## config.mk

```make
export PLATFORM = sky130hd
export DESIGN_NAME = div_unit
export DESIGN_NICKNAME = d
export VERILOG_FILES = /design/src/source/div_pkg.sv /design/src/source/lzc.sv /design/src/source/div_issue_queue.sv /design/src/source/serdiv.sv /design/src/source/div_wb_port.sv /design/src/source/div_unit.sv
export VERILOG_INCLUDE_DIRS = /design/src /design/src/source
export SDC_FILE = /design/constraint.sdc
export NUM_CORES = 1
export LEC_CHECK = 0
export BUFFER_PORTS_ARGS = -buffer_cell sky130_fd_sc_hd__buf_4
export CAP_MARGIN = 15
export CELL_PAD_IN_SITES_DETAIL_PLACEMENT = 2
export CELL_PAD_IN_SITES_GLOBAL_PLACEMENT = 2
export CORE_ASPECT_RATIO = 1.4
export CORE_MARGIN = 2
export CORE_UTILIZATION = 43
export DETAILED_ROUTE_END_ITERATION = 8
export HOLD_SLACK_MARGIN = 0.15
export PLACE_DENSITY = 0.86
export SLEW_MARGIN = 25
export SYNTH_ARGS = -nofsm -noshare
export SYNTH_HDL_FRONTEND = slang
export SYNTH_SLANG_ARGS = --single-unit
```

## constraint.sdc

```tcl
create_clock -name clk_i -period 9.96 [get_ports clk_i]
set_clock_uncertainty 0.05 [all_clocks]
set_input_delay 0.996 -clock clk_i [delete_from_list [all_inputs] [get_ports clk_i]]
set_output_delay 0.996 -clock clk_i [all_outputs]
set_load 0.01 [all_outputs]
```

## src/source/div_defs.svh

```systemverilog
////////////////////////////////////////
// build-time sizes of the divide unit
// include wherever a width or depth is needed
////////////////////////////////////////

`ifndef DIV_DEFS_SVH
`define DIV_DEFS_SVH

// operand and result width
`define DIV_XLEN 32
// transaction tag width
`define DIV_TAG_W 4
// issue queue entries, equal to the issuer's starting credits
`define DIV_ISSUE_DEPTH 4
// credits granted by writeback after reset
`define DIV_WB_CREDITS 2

`endif

```

## src/source/div_pkg.sv

```systemverilog
////////////////////////////////////////
// shared types of the divide unit
// compile before any module that imports it
////////////////////////////////////////

`include "div_defs.svh"

package div_pkg;

  // opcode encoding
  // bit 0 selects signed operands
  // bit 1 selects the remainder instead of the quotient
  typedef enum logic [1:0] {
    OP_UDIV = 2'b00,
    OP_DIV  = 2'b01,
    OP_UREM = 2'b10,
    OP_REM  = 2'b11
  } div_op_e;

  // operand and result word
  typedef logic [`DIV_XLEN-1:0] div_word_t;

  // tag carried from issue to writeback
  typedef logic [`DIV_TAG_W-1:0] div_tag_t;

endpackage

```

## src/source/lzc.sv

```systemverilog
////////////////////////////////////////
// leading-zero counter built as a tree
// of two-input priority stages
////////////////////////////////////////

`timescale 1ns/1ps

module lzc #(
  parameter int WIDTH = 32
) (
  input  logic [WIDTH-1:0]         in_i,
  output logic [$clog2(WIDTH)-1:0] cnt_o,
  output logic                     empty_o
);

  localparam int CW = $clog2(WIDTH);
  localparam int NP = 2 ** CW;

  // input moved up to the msb end of a power-of-two vector
  logic [NP-1:0] pad;
  // per level valid bit and partial count of each node
  logic [NP-1:0] vld [CW+1];
  logic [CW-1:0] cnt [CW+1][NP];

  assign pad = NP'(in_i) << (NP - WIDTH);

  always_comb begin : p_tree
    for (int l = 0; l <= CW; l++) begin
      vld[l] = '0;
      for (int n = 0; n < NP; n++) begin
        cnt[l][n] = '0;
      end
    end
    // leaf node 0 holds the msb
    for (int n = 0; n < NP; n++) begin
      vld[0][n] = pad[NP-1-n];
    end
    // left child wins, otherwise skip its 2**l zeros
    for (int l = 0; l < CW; l++) begin
      for (int n = 0; n < (NP >> (l + 1)); n++) begin
        vld[l+1][n] = vld[l][2*n] | vld[l][2*n+1];
        if (vld[l][2*n]) begin
          cnt[l+1][n] = cnt[l][2*n];
        end else begin
          cnt[l+1][n] = cnt[l][2*n+1] | CW'(1 << l);
        end
      end
    end
  end

  assign cnt_o   = cnt[CW][0];
  // no one found anywhere
  assign empty_o = ~vld[CW][0];

endmodule

```

## src/source/div_issue_queue.sv

```systemverilog
////////////////////////////////////////
// issue queue in front of the divider
// issuer pushes against its credits, and
// every pop hands one credit back
////////////////////////////////////////

`timescale 1ns/1ps
`include "div_defs.svh"

module div_issue_queue (
  input  logic               clk_i,
  input  logic               rst_ni,
  // issue side, a valid cycle always pushes
  input  logic               push_i,
  input  div_pkg::div_op_e   op_i,
  input  div_pkg::div_word_t a_i,
  input  div_pkg::div_word_t b_i,
  input  div_pkg::div_tag_t  tag_i,
  // head toward the divider
  output logic               vld_o,
  input  logic               rdy_i,
  output div_pkg::div_op_e   op_o,
  output div_pkg::div_word_t a_o,
  output div_pkg::div_word_t b_o,
  output div_pkg::div_tag_t  tag_o,
  // one pulse per popped entry
  output logic               credit_o
);

  import div_pkg::*;

  localparam int DEPTH = `DIV_ISSUE_DEPTH;
  localparam int PTR_W = (DEPTH > 1) ? $clog2(DEPTH) : 1;
  localparam int CNT_W = $clog2(DEPTH + 1);

  typedef struct packed {
    div_op_e   op;
    div_word_t a;
    div_word_t b;
    div_tag_t  tag;
  } entry_t;

  entry_t           mem_q [DEPTH];
  entry_t           head;
  logic [PTR_W-1:0] wr_ptr_q, rd_ptr_q;
  logic [CNT_W-1:0] cnt_q;
  logic             pop;
  logic             credit_q;

  // pointer step with wrap for any depth
  function automatic logic [PTR_W-1:0] ptr_inc(input logic [PTR_W-1:0] ptr);
    return (ptr == PTR_W'(DEPTH - 1)) ? '0 : ptr + 1'b1;
  endfunction

  assign vld_o = (cnt_q != '0);
  assign pop   = vld_o & rdy_i;

  // head straight from the storage array
  assign head  = mem_q[rd_ptr_q];
  assign op_o  = head.op;
  assign a_o   = head.a;
  assign b_o   = head.b;
  assign tag_o = head.tag;

  assign credit_o = credit_q;

  always_ff @(posedge clk_i or negedge rst_ni) begin : p_ctrl
    if (!rst_ni) begin
      wr_ptr_q <= '0;
      rd_ptr_q <= '0;
      cnt_q    <= '0;
      credit_q <= 1'b0;
    end else begin
      if (push_i) begin
        wr_ptr_q <= ptr_inc(wr_ptr_q);
      end
      if (pop) begin
        rd_ptr_q <= ptr_inc(rd_ptr_q);
      end
      if (push_i && !pop) begin
        cnt_q <= cnt_q + 1'b1;
      end else if (!push_i && pop) begin
        cnt_q <= cnt_q - 1'b1;
      end
      // credit goes back the cycle after the pop
      credit_q <= pop;
    end
  end

  always_ff @(posedge clk_i) begin : p_mem
    if (push_i) begin
      mem_q[wr_ptr_q] <= '{op: op_i, a: a_i, b: b_i, tag: tag_i};
    end
  end

endmodule

```

## src/source/serdiv.sv

```systemverilog
////////////////////////////////////////
// serial integer divider
// aligns the operands by leading-zero count
// and restores one quotient bit per cycle
////////////////////////////////////////

`timescale 1ns/1ps

module serdiv #(
  parameter int WIDTH = 32
) (
  input  logic              clk_i,
  input  logic              rst_ni,
  // operation in
  input  logic              in_vld_i,
  output logic              in_rdy_o,
  input  div_pkg::div_op_e  op_i,
  input  logic [WIDTH-1:0]  a_i,
  input  logic [WIDTH-1:0]  b_i,
  input  div_pkg::div_tag_t tag_i,
  // result out
  output logic              out_vld_o,
  input  logic              out_rdy_i,
  output logic [WIDTH-1:0]  res_o,
  output div_pkg::div_tag_t tag_o
);

  import div_pkg::*;

  localparam int CW = $clog2(WIDTH);

  typedef enum logic [1:0] {
    IDLE,
    DIVIDE,
    FINISH
  } state_e;

  ////////////////////////////////////////
  // declarations
  ////////////////////////////////////////

  state_e           state_d, state_q;
  logic             load_en, step_en;

  // operand decode at load
  logic             a_neg, b_neg, b_zero, b_neg_one;
  logic [WIDTH-1:0] a_mag, b_mag;
  logic [CW-1:0]    lza, lzb;
  logic             a_empty, b_empty;
  logic [CW:0]      shift_a;
  logic [CW+1:0]    div_shift;
  logic             quo_zero;

  // loop datapath
  logic [WIDTH:0]   diff;
  logic             ge;
  logic [WIDTH-1:0] rem_q, div_q, quo_q;
  logic [WIDTH-1:0] res_mag;
  div_tag_t         tag_q;
  logic [CW-1:0]    cnt_q;

  // result flags kept for the output stage
  logic             early_q, rem_sel_q, neg_res_q, ones_q;

  ////////////////////////////////////////
  // operand alignment
  ////////////////////////////////////////

  // signed operands work on magnitudes
  assign a_neg = op_i[0] & a_i[WIDTH-1];
  assign b_neg = op_i[0] & b_i[WIDTH-1];
  assign a_mag = a_neg ? -a_i : a_i;
  assign b_mag = b_neg ? -b_i : b_i;

  lzc #(
    .WIDTH(WIDTH)
  ) i_lzc_a (
    .in_i   (a_mag),
    .cnt_o  (lza),
    .empty_o(a_empty)
  );

  lzc #(
    .WIDTH(WIDTH)
  ) i_lzc_b (
    .in_i   (b_mag),
    .cnt_o  (lzb),
    .empty_o(b_empty)
  );

  assign b_zero    = b_empty;
  assign b_neg_one = op_i[0] & (&b_i);

  // zero dividend counts as WIDTH leading zeros
  assign shift_a   = a_empty ? (CW + 1)'(WIDTH) : {1'b0, lza};
  assign div_shift = {2'b00, lzb} - {1'b0, shift_a};
  // divisor longer than dividend gives quotient 0
  assign quo_zero  = div_shift[CW+1];

  ////////////////////////////////////////
  // restoring step and output
  ////////////////////////////////////////

  // one subtractor, its borrow is the compare
  assign diff = {1'b0, rem_q} - {1'b0, div_q};
  assign ge   = ~diff[WIDTH];

  assign res_mag = rem_sel_q ? rem_q : quo_q;
  // sign fixup, divide by zero gives all ones
  assign res_o   = ones_q ? '1 : (neg_res_q ? -res_mag : res_mag);
  assign tag_o   = tag_q;

  always_comb begin : p_fsm
    state_d   = state_q;
    in_rdy_o  = 1'b0;
    out_vld_o = 1'b0;
    step_en   = 1'b0;
    unique case (state_q)
      IDLE: begin
        in_rdy_o = 1'b1;
        if (in_vld_i) begin
          state_d = DIVIDE;
        end
      end
      DIVIDE: begin
        // known results leave in the first cycle
        if (early_q) begin
          out_vld_o = 1'b1;
        end else begin
          step_en = 1'b1;
          if (cnt_q == '0) begin
            state_d = FINISH;
          end
        end
      end
      FINISH: begin
        out_vld_o = 1'b1;
      end
      default: begin
        state_d = IDLE;
      end
    endcase
    // result taken, next operation may load right away
    if (out_vld_o && out_rdy_i) begin
      in_rdy_o = 1'b1;
      state_d  = in_vld_i ? DIVIDE : IDLE;
    end
  end

  assign load_en = in_vld_i & in_rdy_o;

  always_ff @(posedge clk_i or negedge rst_ni) begin : p_ctrl
    if (!rst_ni) begin
      state_q   <= IDLE;
      cnt_q     <= '0;
      early_q   <= 1'b0;
      rem_sel_q <= 1'b0;
      neg_res_q <= 1'b0;
      ones_q    <= 1'b0;
    end else begin
      state_q <= state_d;
      if (load_en) begin
        cnt_q     <= div_shift[CW-1:0];
        early_q   <= b_zero | b_neg_one | quo_zero;
        rem_sel_q <= op_i[1];
        // remainder follows the dividend sign
        neg_res_q <= op_i[1] ? a_neg : (a_neg ^ b_neg);
        ones_q    <= b_zero & ~op_i[1];
      end else if (step_en && cnt_q != '0) begin
        cnt_q <= cnt_q - 1'b1;
      end
    end
  end

  always_ff @(posedge clk_i) begin : p_data
    if (load_en) begin
      // dividing by minus one is a plain negation
      rem_q <= b_neg_one ? '0 : a_mag;
      quo_q <= b_neg_one ? a_mag : '0;
      div_q <= b_mag << div_shift[CW-1:0];
      tag_q <= tag_i;
    end else if (step_en) begin
      if (ge) begin
        rem_q <= diff[WIDTH-1:0];
      end
      quo_q <= {quo_q[WIDTH-2:0], ge};
      div_q <= div_q >> 1;
    end
  end

endmodule

```

## src/source/div_wb_port.sv

```systemverilog
////////////////////////////////////////
// writeback side of the divide unit
// passes a result only while a credit is held
////////////////////////////////////////

`timescale 1ns/1ps
`include "div_defs.svh"

module div_wb_port (
  input  logic               clk_i,
  input  logic               rst_ni,
  // from the divider
  input  logic               res_vld_i,
  output logic               res_rdy_o,
  input  div_pkg::div_word_t res_i,
  input  div_pkg::div_tag_t  tag_i,
  // toward writeback
  output logic               wb_vld_o,
  output div_pkg::div_word_t wb_res_o,
  output div_pkg::div_tag_t  wb_tag_o,
  input  logic               wb_credit_i
);

  localparam int CNT_W = $clog2(`DIV_WB_CREDITS + 1);

  logic [CNT_W-1:0] cnt_q;
  logic             has_credit;
  logic             send;

  assign has_credit = (cnt_q != '0);
  assign res_rdy_o  = has_credit;
  assign send       = res_vld_i & has_credit;

  assign wb_vld_o = send;
  assign wb_res_o = res_i;
  assign wb_tag_o = tag_i;

  // send and return in one cycle cancel out
  always_ff @(posedge clk_i or negedge rst_ni) begin : p_credits
    if (!rst_ni) begin
      cnt_q <= CNT_W'(`DIV_WB_CREDITS);
    end else if (send && !wb_credit_i) begin
      cnt_q <= cnt_q - 1'b1;
    end else if (!send && wb_credit_i && cnt_q != '1) begin
      cnt_q <= cnt_q + 1'b1;
    end
  end

endmodule

```

## src/source/div_unit.sv

```systemverilog
////////////////////////////////////////
// divide unit of the execute stage
// issue queue, serial divider and
// writeback credit port in a row
////////////////////////////////////////

`timescale 1ns/1ps
`include "div_defs.svh"

module div_unit (
  input  logic               clk_i,
  input  logic               rst_ni,
  // issue side
  input  logic               issue_vld_i,
  input  div_pkg::div_op_e   issue_op_i,
  input  div_pkg::div_word_t issue_a_i,
  input  div_pkg::div_word_t issue_b_i,
  input  div_pkg::div_tag_t  issue_tag_i,
  output logic               issue_credit_o,
  // writeback side
  output logic               wb_vld_o,
  output div_pkg::div_word_t wb_res_o,
  output div_pkg::div_tag_t  wb_tag_o,
  input  logic               wb_credit_i
);

  import div_pkg::*;

  // queue head toward the divider
  logic      q_vld;
  div_op_e   q_op;
  div_word_t q_a, q_b;
  div_tag_t  q_tag;
  logic      div_rdy;

  // divider result toward writeback
  logic      div_out_vld;
  logic      div_out_rdy;
  div_word_t div_res;
  div_tag_t  div_out_tag;

  div_issue_queue i_queue (
    .clk_i   (clk_i),
    .rst_ni  (rst_ni),
    .push_i  (issue_vld_i),
    .op_i    (issue_op_i),
    .a_i     (issue_a_i),
    .b_i     (issue_b_i),
    .tag_i   (issue_tag_i),
    .vld_o   (q_vld),
    .rdy_i   (div_rdy),
    .op_o    (q_op),
    .a_o     (q_a),
    .b_o     (q_b),
    .tag_o   (q_tag),
    .credit_o(issue_credit_o)
  );

  serdiv #(
    .WIDTH(`DIV_XLEN)
  ) i_serdiv (
    .clk_i    (clk_i),
    .rst_ni   (rst_ni),
    .in_vld_i (q_vld),
    .in_rdy_o (div_rdy),
    .op_i     (q_op),
    .a_i      (q_a),
    .b_i      (q_b),
    .tag_i    (q_tag),
    .out_vld_o(div_out_vld),
    .out_rdy_i(div_out_rdy),
    .res_o    (div_res),
    .tag_o    (div_out_tag)
  );

  div_wb_port i_wb_port (
    .clk_i      (clk_i),
    .rst_ni     (rst_ni),
    .res_vld_i  (div_out_vld),
    .res_rdy_o  (div_out_rdy),
    .res_i      (div_res),
    .tag_i      (div_out_tag),
    .wb_vld_o   (wb_vld_o),
    .wb_res_o   (wb_res_o),
    .wb_tag_o   (wb_tag_o),
    .wb_credit_i(wb_credit_i)
  );

endmodule

```

==> impl_metrics.json, run 1 <==
{
  "run_status": "finished clean",
  "postRouteAntennaNets": 0,
  "max_cap_viol_count": 0,
  "fin_crit_sh": 0.8569,
  "cts_root_buf": "clkbuf_16",
  "report.final.setup_viol": 0,
  "start_util": 0.4340,
  "hold_ws_ns": 0.2694,
  "htreeDepth": 2,
  "die_h_um": 280.5,
  "cts_hold_buf": 0,
  "hold_class": "in2async",
  "finalWorstSetupSlack_ns": 1.426,
  "busiest_layer": "met2",
  "rrSetupSlack_ns": 1.43,
  "clkTransAtPathRegs_ns": 0.08,
  "rsz0062_at_grt": "false",
  "synth_cells": 2005,
  "cts_buffers": 39,
  "place_ws_ns": 1.567,
  "cts_resized": 0,
  "dieArea_um2": 56500,
  "tightest_slew_ns": 1.066,
  "antenna_found_initial": 1,
  "critical_path_class": "reg2reg",
  "utilization": 0.4852,
  "place_congestion": 0.9331,
  "cp_max_fo": 31,
  "hold_viol": 0,
  "met1_usage": 0.3526,
  "final_cell_mix": "edfxtp_1, nand2_1, buf_4",
  "required_ns": 10.17,
  "layout_commonest_cell": "edfxtp_1",
  "grt_max_degree": 77,
  "grt_use_met2": 0.5179,
  "syn-cell-area_um2": 23480,
  "avgSynthCellArea_um2": 11.71,
  "synth-seq-cells": 401,
  "timing.rr.end": "i_serdiv.div_q[24]",
  "drtIter0Drc": 1523,
  "slew_viol_final": 0,
  "rows": 101,
  "insertion_delay_ns": 0.59,
  "grt_pass1_vias": 19671,
  "met3_usage": 0.03275,
  "relSlewSlack": 0.2893,
  "dr_total_vias": 17955,
  "synthArstFlopShare": 0.05237,
  "track_usage": 0.2913,
  "cp.arrival_ns": 8.75,
  "layout.nets": 2214,
  "overflow": 0,
  "synth_edf_count": 380,
  "drtPass1Iterations": 5,
  "vias_per_cell": 6.333,
  "syn-num-nets": 2133,
  "yosys.cell_types.count": 107,
  "cts_setup_buffers": 0,
  "core_area_um2": 54090,
  "die_w_um": 201.5,
  "drc": 0,
  "startpoint_type": "register",
  "wl_um": 82540,
  "max_freq_mhz": 117.2,
  "tns_ns": 0,
  "dp_hpwl_um": 58480,
  "r2r-start": "i_queue.rd_ptr_q[0]",
  "io_buffer_count": 111,
  "layout_min_cycle_time_ns": 8.534,
  "ys_seq_area_frac": 0.5085,
  "cts.path.max_buffers": 3,
  "synth_flop_cell": "edfxtp_1",
  "io_pins": 112,
  "grt_first_pass_wirelength_um": 125300,
  "syn_to_final_growth_pct": 11.78,
  "drive_above_1_share": 0.1704,
  "yosys_warnings": 0,
  "end_kind": "register",
  "post_drt_wl_per_cell_um": 29.11,
  "cts.sinks": 401,
  "r2r_cells": 21,
  "cts_tree": "done"
}
## cell families (layout without fill, tap and decap cells)
group | count (synthesis) | after routing | share of synthesized area
AO/OA/AOI/OAI | 456 | 456 | 0.1312
XOR/XNOR | 137 | 137 | 0.05255
adder cells (fa/ha/maj) | 54 | 54 | 0.02974
buffers and inverters | 180 | 288 | 0.03310
flip-flops | 401 | 401 | 0.5085
multiplexers | 157 | 157 | 0.1097
other | 0 | 1 | 0
AND/OR/NAND/NOR | 620 | 620 | 0.1352
## worst max-delay path, stage by stage, from the launching register on
cell and delay (ns):
dfrtp_4 0.73, buf_4 0.58, mux4_2 0.73, inv_1 0.11
ha_1 0.34, nand3_1 0.60, o41ai_2 0.59, xor2_1 0.25
nand2b_1 0.12, nor3_1 0.55, a21oi_1 0.17, a21oi_1 0.18
nor2_1 0.05, o21ai_0 0.25, a31oi_1 0.12, nor2_1 0.34
fa_1 0.75, inv_1 0.55, o21ai_1 0.30, mux2_4 0.37
a2111oi_4 0.41, a221oi_2 0.06
## Yosys cell counts (all sizes together), types with 6 or more instances
library cell	count	share of area
o211ai	13	0.0042
o31ai	27	0.0086
nand4	26	0.0076
a31oi	22	0.0061
o2111ai	8	0.0030
a311oi	6	0.0022
or3	21	0.0056
ha	51	0.027
buf	40	0.011
or4	13	0.0043
o32ai	9	0.0034
a21oi	81	0.017
and3	13	0.0035
xnor2	84	0.032
mux2i	55	0.024
nor2	127	0.020
o22ai	33	0.0088
dfrtp	20	0.021
a221oi	6	0.0028
and2	12	0.0032
o41ai	13	0.0066
o21bai	6	0.0019
mux4	76	0.073
nor2b	9	0.0024
xor2	53	0.021
or2	13	0.0035
clkbuf	62	0.0099
a21boi	9	0.0029
nand2b	57	0.015
a21o	14	0.0045
mux2	26	0.013
nor3	60	0.014
o21a	8	0.0026
nand3	46	0.0098
nor4	23	0.0096
inv	77	0.012
nand2	181	0.029
edfxtp	380	0.49
a211oi	12	0.0041
o21ai	130	0.028
## metrics by stage
| stage | std cells | area, um^2 |
|---|---|---|
| 2_1_floorplan | 2005 | 23480 |
| 3_3_place_gp | 2765 | 25010 |
| 3_5_place_dp | 2765 | 25010 |
| 4_1_cts | 2833 | 26220 |
| 5_1_grt | 2834 | 26240 |
| 6_report | 2835 | 26240 |
## state kept, by name (all words and copies together), names as in the netlist, 3 cells and up
| signal | cells |
|---|---|
| i_serdiv.rem_q | 32 |
| i_serdiv.tag_o | 4 |
| i_queue.cnt_q | 3 |
| i_queue.mem_q | 280 |
| i_serdiv.quo_q | 32 |
| i_serdiv.div_q | 32 |
| i_serdiv.cnt_q | 5 |
## area by class of cell
| type | count | area (um^2) |
|---|---|---|
| clock buffers | 47 | 1006 |
| diodes | 1 | 2.502 |
| clock inverters | 21 | 211.5 |
| repair buffers | 142 | 1070 |
| inverters | 78 | 292.8 |
| well taps | 721 | 902.1 |
| flip-flops and latches | 401 | 11950 |
| fillers | 5401 | 27850 |
| multi-input cells | 1424 | 10810 |
## how the worst max path moves through the flow
stage / start / endpoint / slack (ns)
floorplan: i_queue.rd_ptr_q[0] / i_serdiv.div_q[26] / 2.97
global placement: i_queue.rd_ptr_q[0] / i_serdiv.div_q[24] / 1.88
detailed placement: i_queue.rd_ptr_q[0] / i_serdiv.div_q[24] / 1.57
CTS: i_queue.rd_ptr_q[0] / i_serdiv.div_q[27] / 1.48
global route: i_queue.rd_ptr_q[0] / i_serdiv.div_q[24] / 0.94
finish: i_queue.rd_ptr_q[0] / i_serdiv.div_q[24] / 1.43
## per-layer routing
layer	vias up	wire length, um
met2	696	42200
met3	199	4276
met1	9206	31760
met4	0	4298
met5	-	0
li1	7854	-
Power of run 1 is left out: the tool's default activity adds up to more than one toggle a clock period on the data nets, which glitch-free logic cannot reach.
==> run 2, diff against run 1 <==
Settings changed: PLACE_DENSITY 0.86 to 0.89, TNS_END_PERCENT set to 50.
==> run 2 against run 1 <==
  * Global-route usage grew 0.96 points
  * Count of clock-buffer cells in the layout grew 3
  * First-iteration DRC count shrank 0.39%
  * Final area shrank 0.11%
  * Non-clock buffer count shrank 9
  * Final cell count shrank 0.25%
  * Wire length grew 3.2%
  * Setup slack lost 0.17 ns
  * Worst hold slack gained 0.026 ns
  * Die area is the same
  * Sequential share of layout area grew 0.050 points
  * Highest routed layer unchanged
==> impl_metrics.json, run 2 (synthesis results as in run 1) <==
{
  "path_delay_family": "simple AND/OR/NAND/NOR gates",
  "fillers": 5339,
  "cts.sinks": 401,
  "postRouteAntennaNets": 0,
  "die_w_um": 201.5,
  "tns_ns": 0,
  "die_h_um": 280.5,
  "fin_crit_sh": 0.8739,
  "place_congestion": 0.9302,
  "post_drt_wl_per_cell_um": 30.12,
  "antenna_found_initial": 0,
  "overflow": 0,
  "cts_setup_buffers": 0,
  "grt_pass1_vias": 19716,
  "max_stage_delay_ns": 1.01,
  "largest_reg_flops": 280,
  "start_util": 0.4340,
  "utilization": 0.4846,
  "r2r-start": "i_queue.rd_ptr_q[0]",
  "timing.rr.end": "i_serdiv.div_q[30]",
  "htreeDepth": 2,
  "place_ws_ns": 1.346,
  "end_kind": "register",
  "dr_total_vias": 18101,
  "regMostFlops": "i_queue.mem_q",
  "core_area_um2": 54090,
  "grt_max_degree": 75,
  "drc": 0,
  "track_usage": 0.3009,
  "hold_viol": 0,
  "cp.arrival_ns": 8.97,
  "drtPass1Iterations": 6,
  "run_status": "finished clean",
  "cts_root_buf": "clkbuf_16",
  "drtIter0Drc": 1517,
  "relSlewSlack": 0.2973,
  "rows": 101,
  "cts.path.max_buffers": 3,
  "path_cells": "buf_4 > mux4_2 > inv_1 > ha_1 > nand3_1 > nor3_1 > a31oi_1 > o32a_1 > nor4_4 > nand2_4 > o21ai_4 > ha_1 > inv_1 > fa_1 > a21o_1 > a21oi_1 > xnor2_1 > xnor2_1 > buf_4 > nand2_1 > a221o_1 > or3_1 > o221a_2",
  "layout_min_cycle_time_ns": 8.704,
  "report.final.setup_viol": 0,
  "critical_path_class": "reg2reg",
  "slew_viol_final": 0,
  "max_freq_mhz": 114.9,
  "final_cell_mix": "edfxtp_1, nand2_1, buf_4",
  "startpoint_type": "register",
  "insertion_delay_ns": 0.59,
  "cts_tree": "done",
  "worst-path-buf-inv": 4,
  "cts_hold_buf": 0,
  "vias_per_cell": 6.401,
  "wl_um": 85180,
  "cts_buffers": 39,
  "dieArea_um2": 56500,
  "layout.nets": 2205,
  "antenna_cells": 0,
  "postLayoutCellArea_um2": 26210,
  "syn_to_final_growth_pct": 11.66,
  "clkTransAtPathRegs_ns": 0.07,
  "tightest_slew_ns": 1.054,
  "io_buffer_count": 111,
  "finalWorstSetupSlack_ns": 1.256,
  "layout_commonest_cell": "edfxtp_1",
  "cts_resized": 0,
  "rrSetupSlack_ns": 1.26,
  "place_area_um2": 24940,
  "required_ns": 10.22,
  "io_pins": 112,
  "hold_class": "in2async",
  "critical_path.slowest_cell": "dfrtp_4",
  "dp_hpwl_um": 59530,
  "drive_above_1_share": 0.1685,
  "r2r_cells": 23,
  "grt_first_pass_wirelength_um": 129000,
  "max_cap_viol_count": 0,
  "cp_max_fo": 47,
  "rsz0062_at_grt": "false"
}
-- run 2: cell types whose count changed in the layout (fill, tap and decap cells not counted), sizes merged --
cell / previous run / this run
buf: 142 / 133
clkinv: 17 / 12
clkbuf: 47 / 50
clkinvlp: 1 / 3
inv: 79 / 81
bufinv: 2 / 3
diode: 1 / 0
-- run 2: worst reg2reg max path: stages, from the launching register on --
cell and delay (ns):
dfrtp_4 1.01, buf_4 0.68, mux4_2 0.77, inv_1 0.11, ha_1 0.35, nand3_1 0.56
nor3_1 0.58, a31oi_1 0.17, o32a_1 0.41, nor4_4 0.43, nand2_4 0.15, o21ai_4 0.26
ha_1 0.18, inv_1 0.06, fa_1 0.48, a21o_1 0.22, a21oi_1 0.26, xnor2_1 0.22
xnor2_1 0.16, buf_4 0.23, nand2_1 0.28, a221o_1 0.38, or3_1 0.32, o221a_2 0.13
-- run 2: metal layers --
layer / up-vias / wire length (um) / global-route usage
li1: 7840 / - / -
met1: 9314 / 33050 / 0.3632
met2: 746 / 43280 / 0.5309
met3: 201 / 4189 / 0.03635
met4: 0 / 4663 / 0.1514
met5: - / 0 / 0
-- run 2: layout make-up --
class | instances | area, um^2 | share of cell area
clock inverters | 21 | 241.5 | 0.009212
clock buffers | 50 | 1027 | 0.03919
well taps | 721 | 902.1 | 0.03442
inverters | 78 | 292.8 | 0.01117
repair buffers | 133 | 998.5 | 0.03809
multi-input cells | 1424 | 10800 | 0.4122
flip-flops and latches | 401 | 11950 | 0.4558
-- run 2: worst max path at each step --
stage / from / slack (ns) / endpoint / cells past startpoint
3_5_place_dp: i_queue.rd_ptr_q[0] / 1.35 / i_serdiv.div_q[30] / 22
4_1_cts: i_queue.rd_ptr_q[0] / 1.28 / i_serdiv.div_q[30] / 23
2_1_floorplan: i_queue.rd_ptr_q[0] / 2.97 / i_serdiv.div_q[26] / 27
5_1_grt: i_queue.rd_ptr_q[0] / 0.69 / i_serdiv.div_q[30] / 23
6_report: i_queue.rd_ptr_q[0] / 1.26 / i_serdiv.div_q[30] / 23
3_3_place_gp: i_queue.rd_ptr_q[0] / 1.62 / i_serdiv.div_q[30] / 23
-- run 2: per-stage QoR --
stage                     hold WS [ns]  cells
after floorplan                 0.3930   2005
after global placement          0.4085   2757
after detailed placement        0.4256   2757
after CTS                       0.3034   2828
after global routing            0.3118   2828
final                           0.2950   2828
Power of run 2 is left out for the same reason.
==> run 3, diff against run 2 <==
Settings changed: BUFFER_PORTS_ARGS -buffer_cell sky130_fd_sc_hd__buf_4 to -buffer_cell sky130_fd_sc_hd__buf_2.
==> run 3 against run 2 <==
  * Register-to-register slack improved by 0.15 ns
  * Utilization hardly changed
  * Non-clock buffer count up 3
  * Count of clock-buffer cells in the layout shrank 4
  * Highest routed layer is now met5
==> impl_metrics.json, run 3 (synthesis results as in run 1) <==
{
  "run_status": "finished clean",
  "dp_hpwl_um": 58150,
  "hold_class": "in2async",
  "max_stage_delay_ns": 0.76,
  "fin_crit_sh": 0.8586,
  "cts_root_buf": "clkbuf_16",
  "grt_first_pass_wirelength_um": 129000,
  "relSlewSlack": 0.3370,
  "insertion_delay_ns": 0.59,
  "max_freq_mhz": 116.9,
  "tightest_slew_ns": 0.9915,
  "place_congestion": 0.9304,
  "io_pins": 112,
  "track_usage": 0.3005,
  "regMostFlops": "i_queue.mem_q",
  "drive_above_1_share": 0.1731,
  "layout_commonest_cell": "edfxtp_1",
  "required_ns": 10.20,
  "layout_min_cycle_time_ns": 8.551,
  "critical_path_class": "reg2reg",
  "drtIter0Drc": 1532,
  "drc": 0,
  "grt_pass1_vias": 19923,
  "critical_path.slowest_cell": "xnor2_2",
  "cp_max_fo": 33,
  "syn_to_final_growth_pct": 11.57,
  "rsz0062_at_grt": "false",
  "die_h_um": 280.5,
  "cts.sinks": 401,
  "end_kind": "register",
  "worst-path-buf-inv": 4,
  "wl_um": 85010,
  "cts_resized": 0,
  "place_ws_ns": 1.236,
  "start_util": 0.4340,
  "postRouteAntennaNets": 0,
  "report.final.setup_viol": 0,
  "cts_hold_buf": 0,
  "layout.nets": 2210,
  "hold_viol": 0,
  "cts_buffers": 41,
  "utilization": 0.4842,
  "antenna_found_initial": 2,
  "drtPass1Iterations": 5,
  "final_cell_mix": "edfxtp_1, nand2_1, nor2_1",
  "cp.arrival_ns": 8.80,
  "overflow": 0,
  "grt_max_degree": 67,
  "die_w_um": 201.5,
  "dieArea_um2": 56500,
  "max_cap_viol_count": 0,
  "cts_tree": "done",
  "startpoint_type": "register",
  "path_delay_family": "compound AO/OA/AOI/OAI gates",
  "core_area_um2": 54090,
  "largest_reg_flops": 280,
  "post_drt_wl_per_cell_um": 29.98,
  "hold_ws_ns": 0.3960,
  "cts.path.max_buffers": 3,
  "io_buffer_count": 111,
  "htreeDepth": 2,
  "dr_total_vias": 18096,
  "clkTransAtPathRegs_ns": 0.07,
  "rows": 101,
  "slew_viol_final": 0,
  "vias_per_cell": 6.381,
  "tns_ns": 0,
  "finalWorstSetupSlack_ns": 1.409,
  "path_cells": "buf_16 > mux4_2 > inv_1 > ha_1 > inv_1 > a211oi_1 > o2111ai_1 > or3_1 > mux2_1 > a32oi_1 > nor4b_1 > a211oi_1 > o21ai_0 > ha_1 > xnor2_2 > buf_4 > mux2_2 > mux4_2 > o22ai_1 > a21oi_1",
  "cts_setup_buffers": 0
}
-- run 3: worst paths after layout --
path | start | end | slack, ns | cells past startpoint
max | i_queue.rd_ptr_q[0] | i_serdiv.div_q[27] | 1.41 | 20
min | rst_ni | i_queue.wr_ptr_q[1] | 0.40 | 1
max reg2reg | i_queue.rd_ptr_q[0] | i_serdiv.div_q[27] | 1.41 | 20
min reg2reg | i_queue.cnt_q[2] | i_queue.cnt_q[2] | 0.44 | 1
max in group asynchronous | rst_ni | i_queue.rd_ptr_q[0] | 8.93 | 1
min in group clk_i | i_queue.cnt_q[2] | i_queue.cnt_q[2] | 0.44 | 1
-- run 3: final cells by class --
type | count | area, um^2
Fill cell | 5364 | 27900
Sequential cell | 401 | 11950
Multi-Input combinational cell | 1424 | 10810
Clock buffer | 46 | 1045
Tap cell | 721 | 902.1
Timing Repair Buffer | 136 | 763.2
Clock inverter | 29 | 429.2
Inverter | 78 | 292.8
Antenna cell | 1 | 2.502
-- run 3: per-layer routing --
layer / wire (um) / GRT usage / share of wire
met2: 43030 / 0.5307 / 0.51
met4: 4778 / 0.1523 / 0.056
met5: 13 / 0 / 0.00015
met1: 32680 / 0.3617 / 0.38
met3: 4507 / 0.03624 / 0.053
-- run 3: stage by stage --
step                area [um^2]  instances
global placement          24680       2759
detailed placement        24680       2759
floorplan                 23480       2005
CTS                       26160       2834
global route              26190       2835
finish                    26190       2836
-- run 3: worst reg2reg max path, delay by kind of cell, from the launching register on --
kind / cells / cell delay, ns
DFF: 1 / 0.74
xor gates and xnor gates: 1 / 0.76
buffers and inverters: 4 / 0.96
muxes: 4 / 1.70
adders and majority gates: 2 / 0.81
AOI/OAI and AO/OA: 7 / 2.07
and+or+nand+nor: 2 / 1.18
Power of run 3 is left out for the same reason.
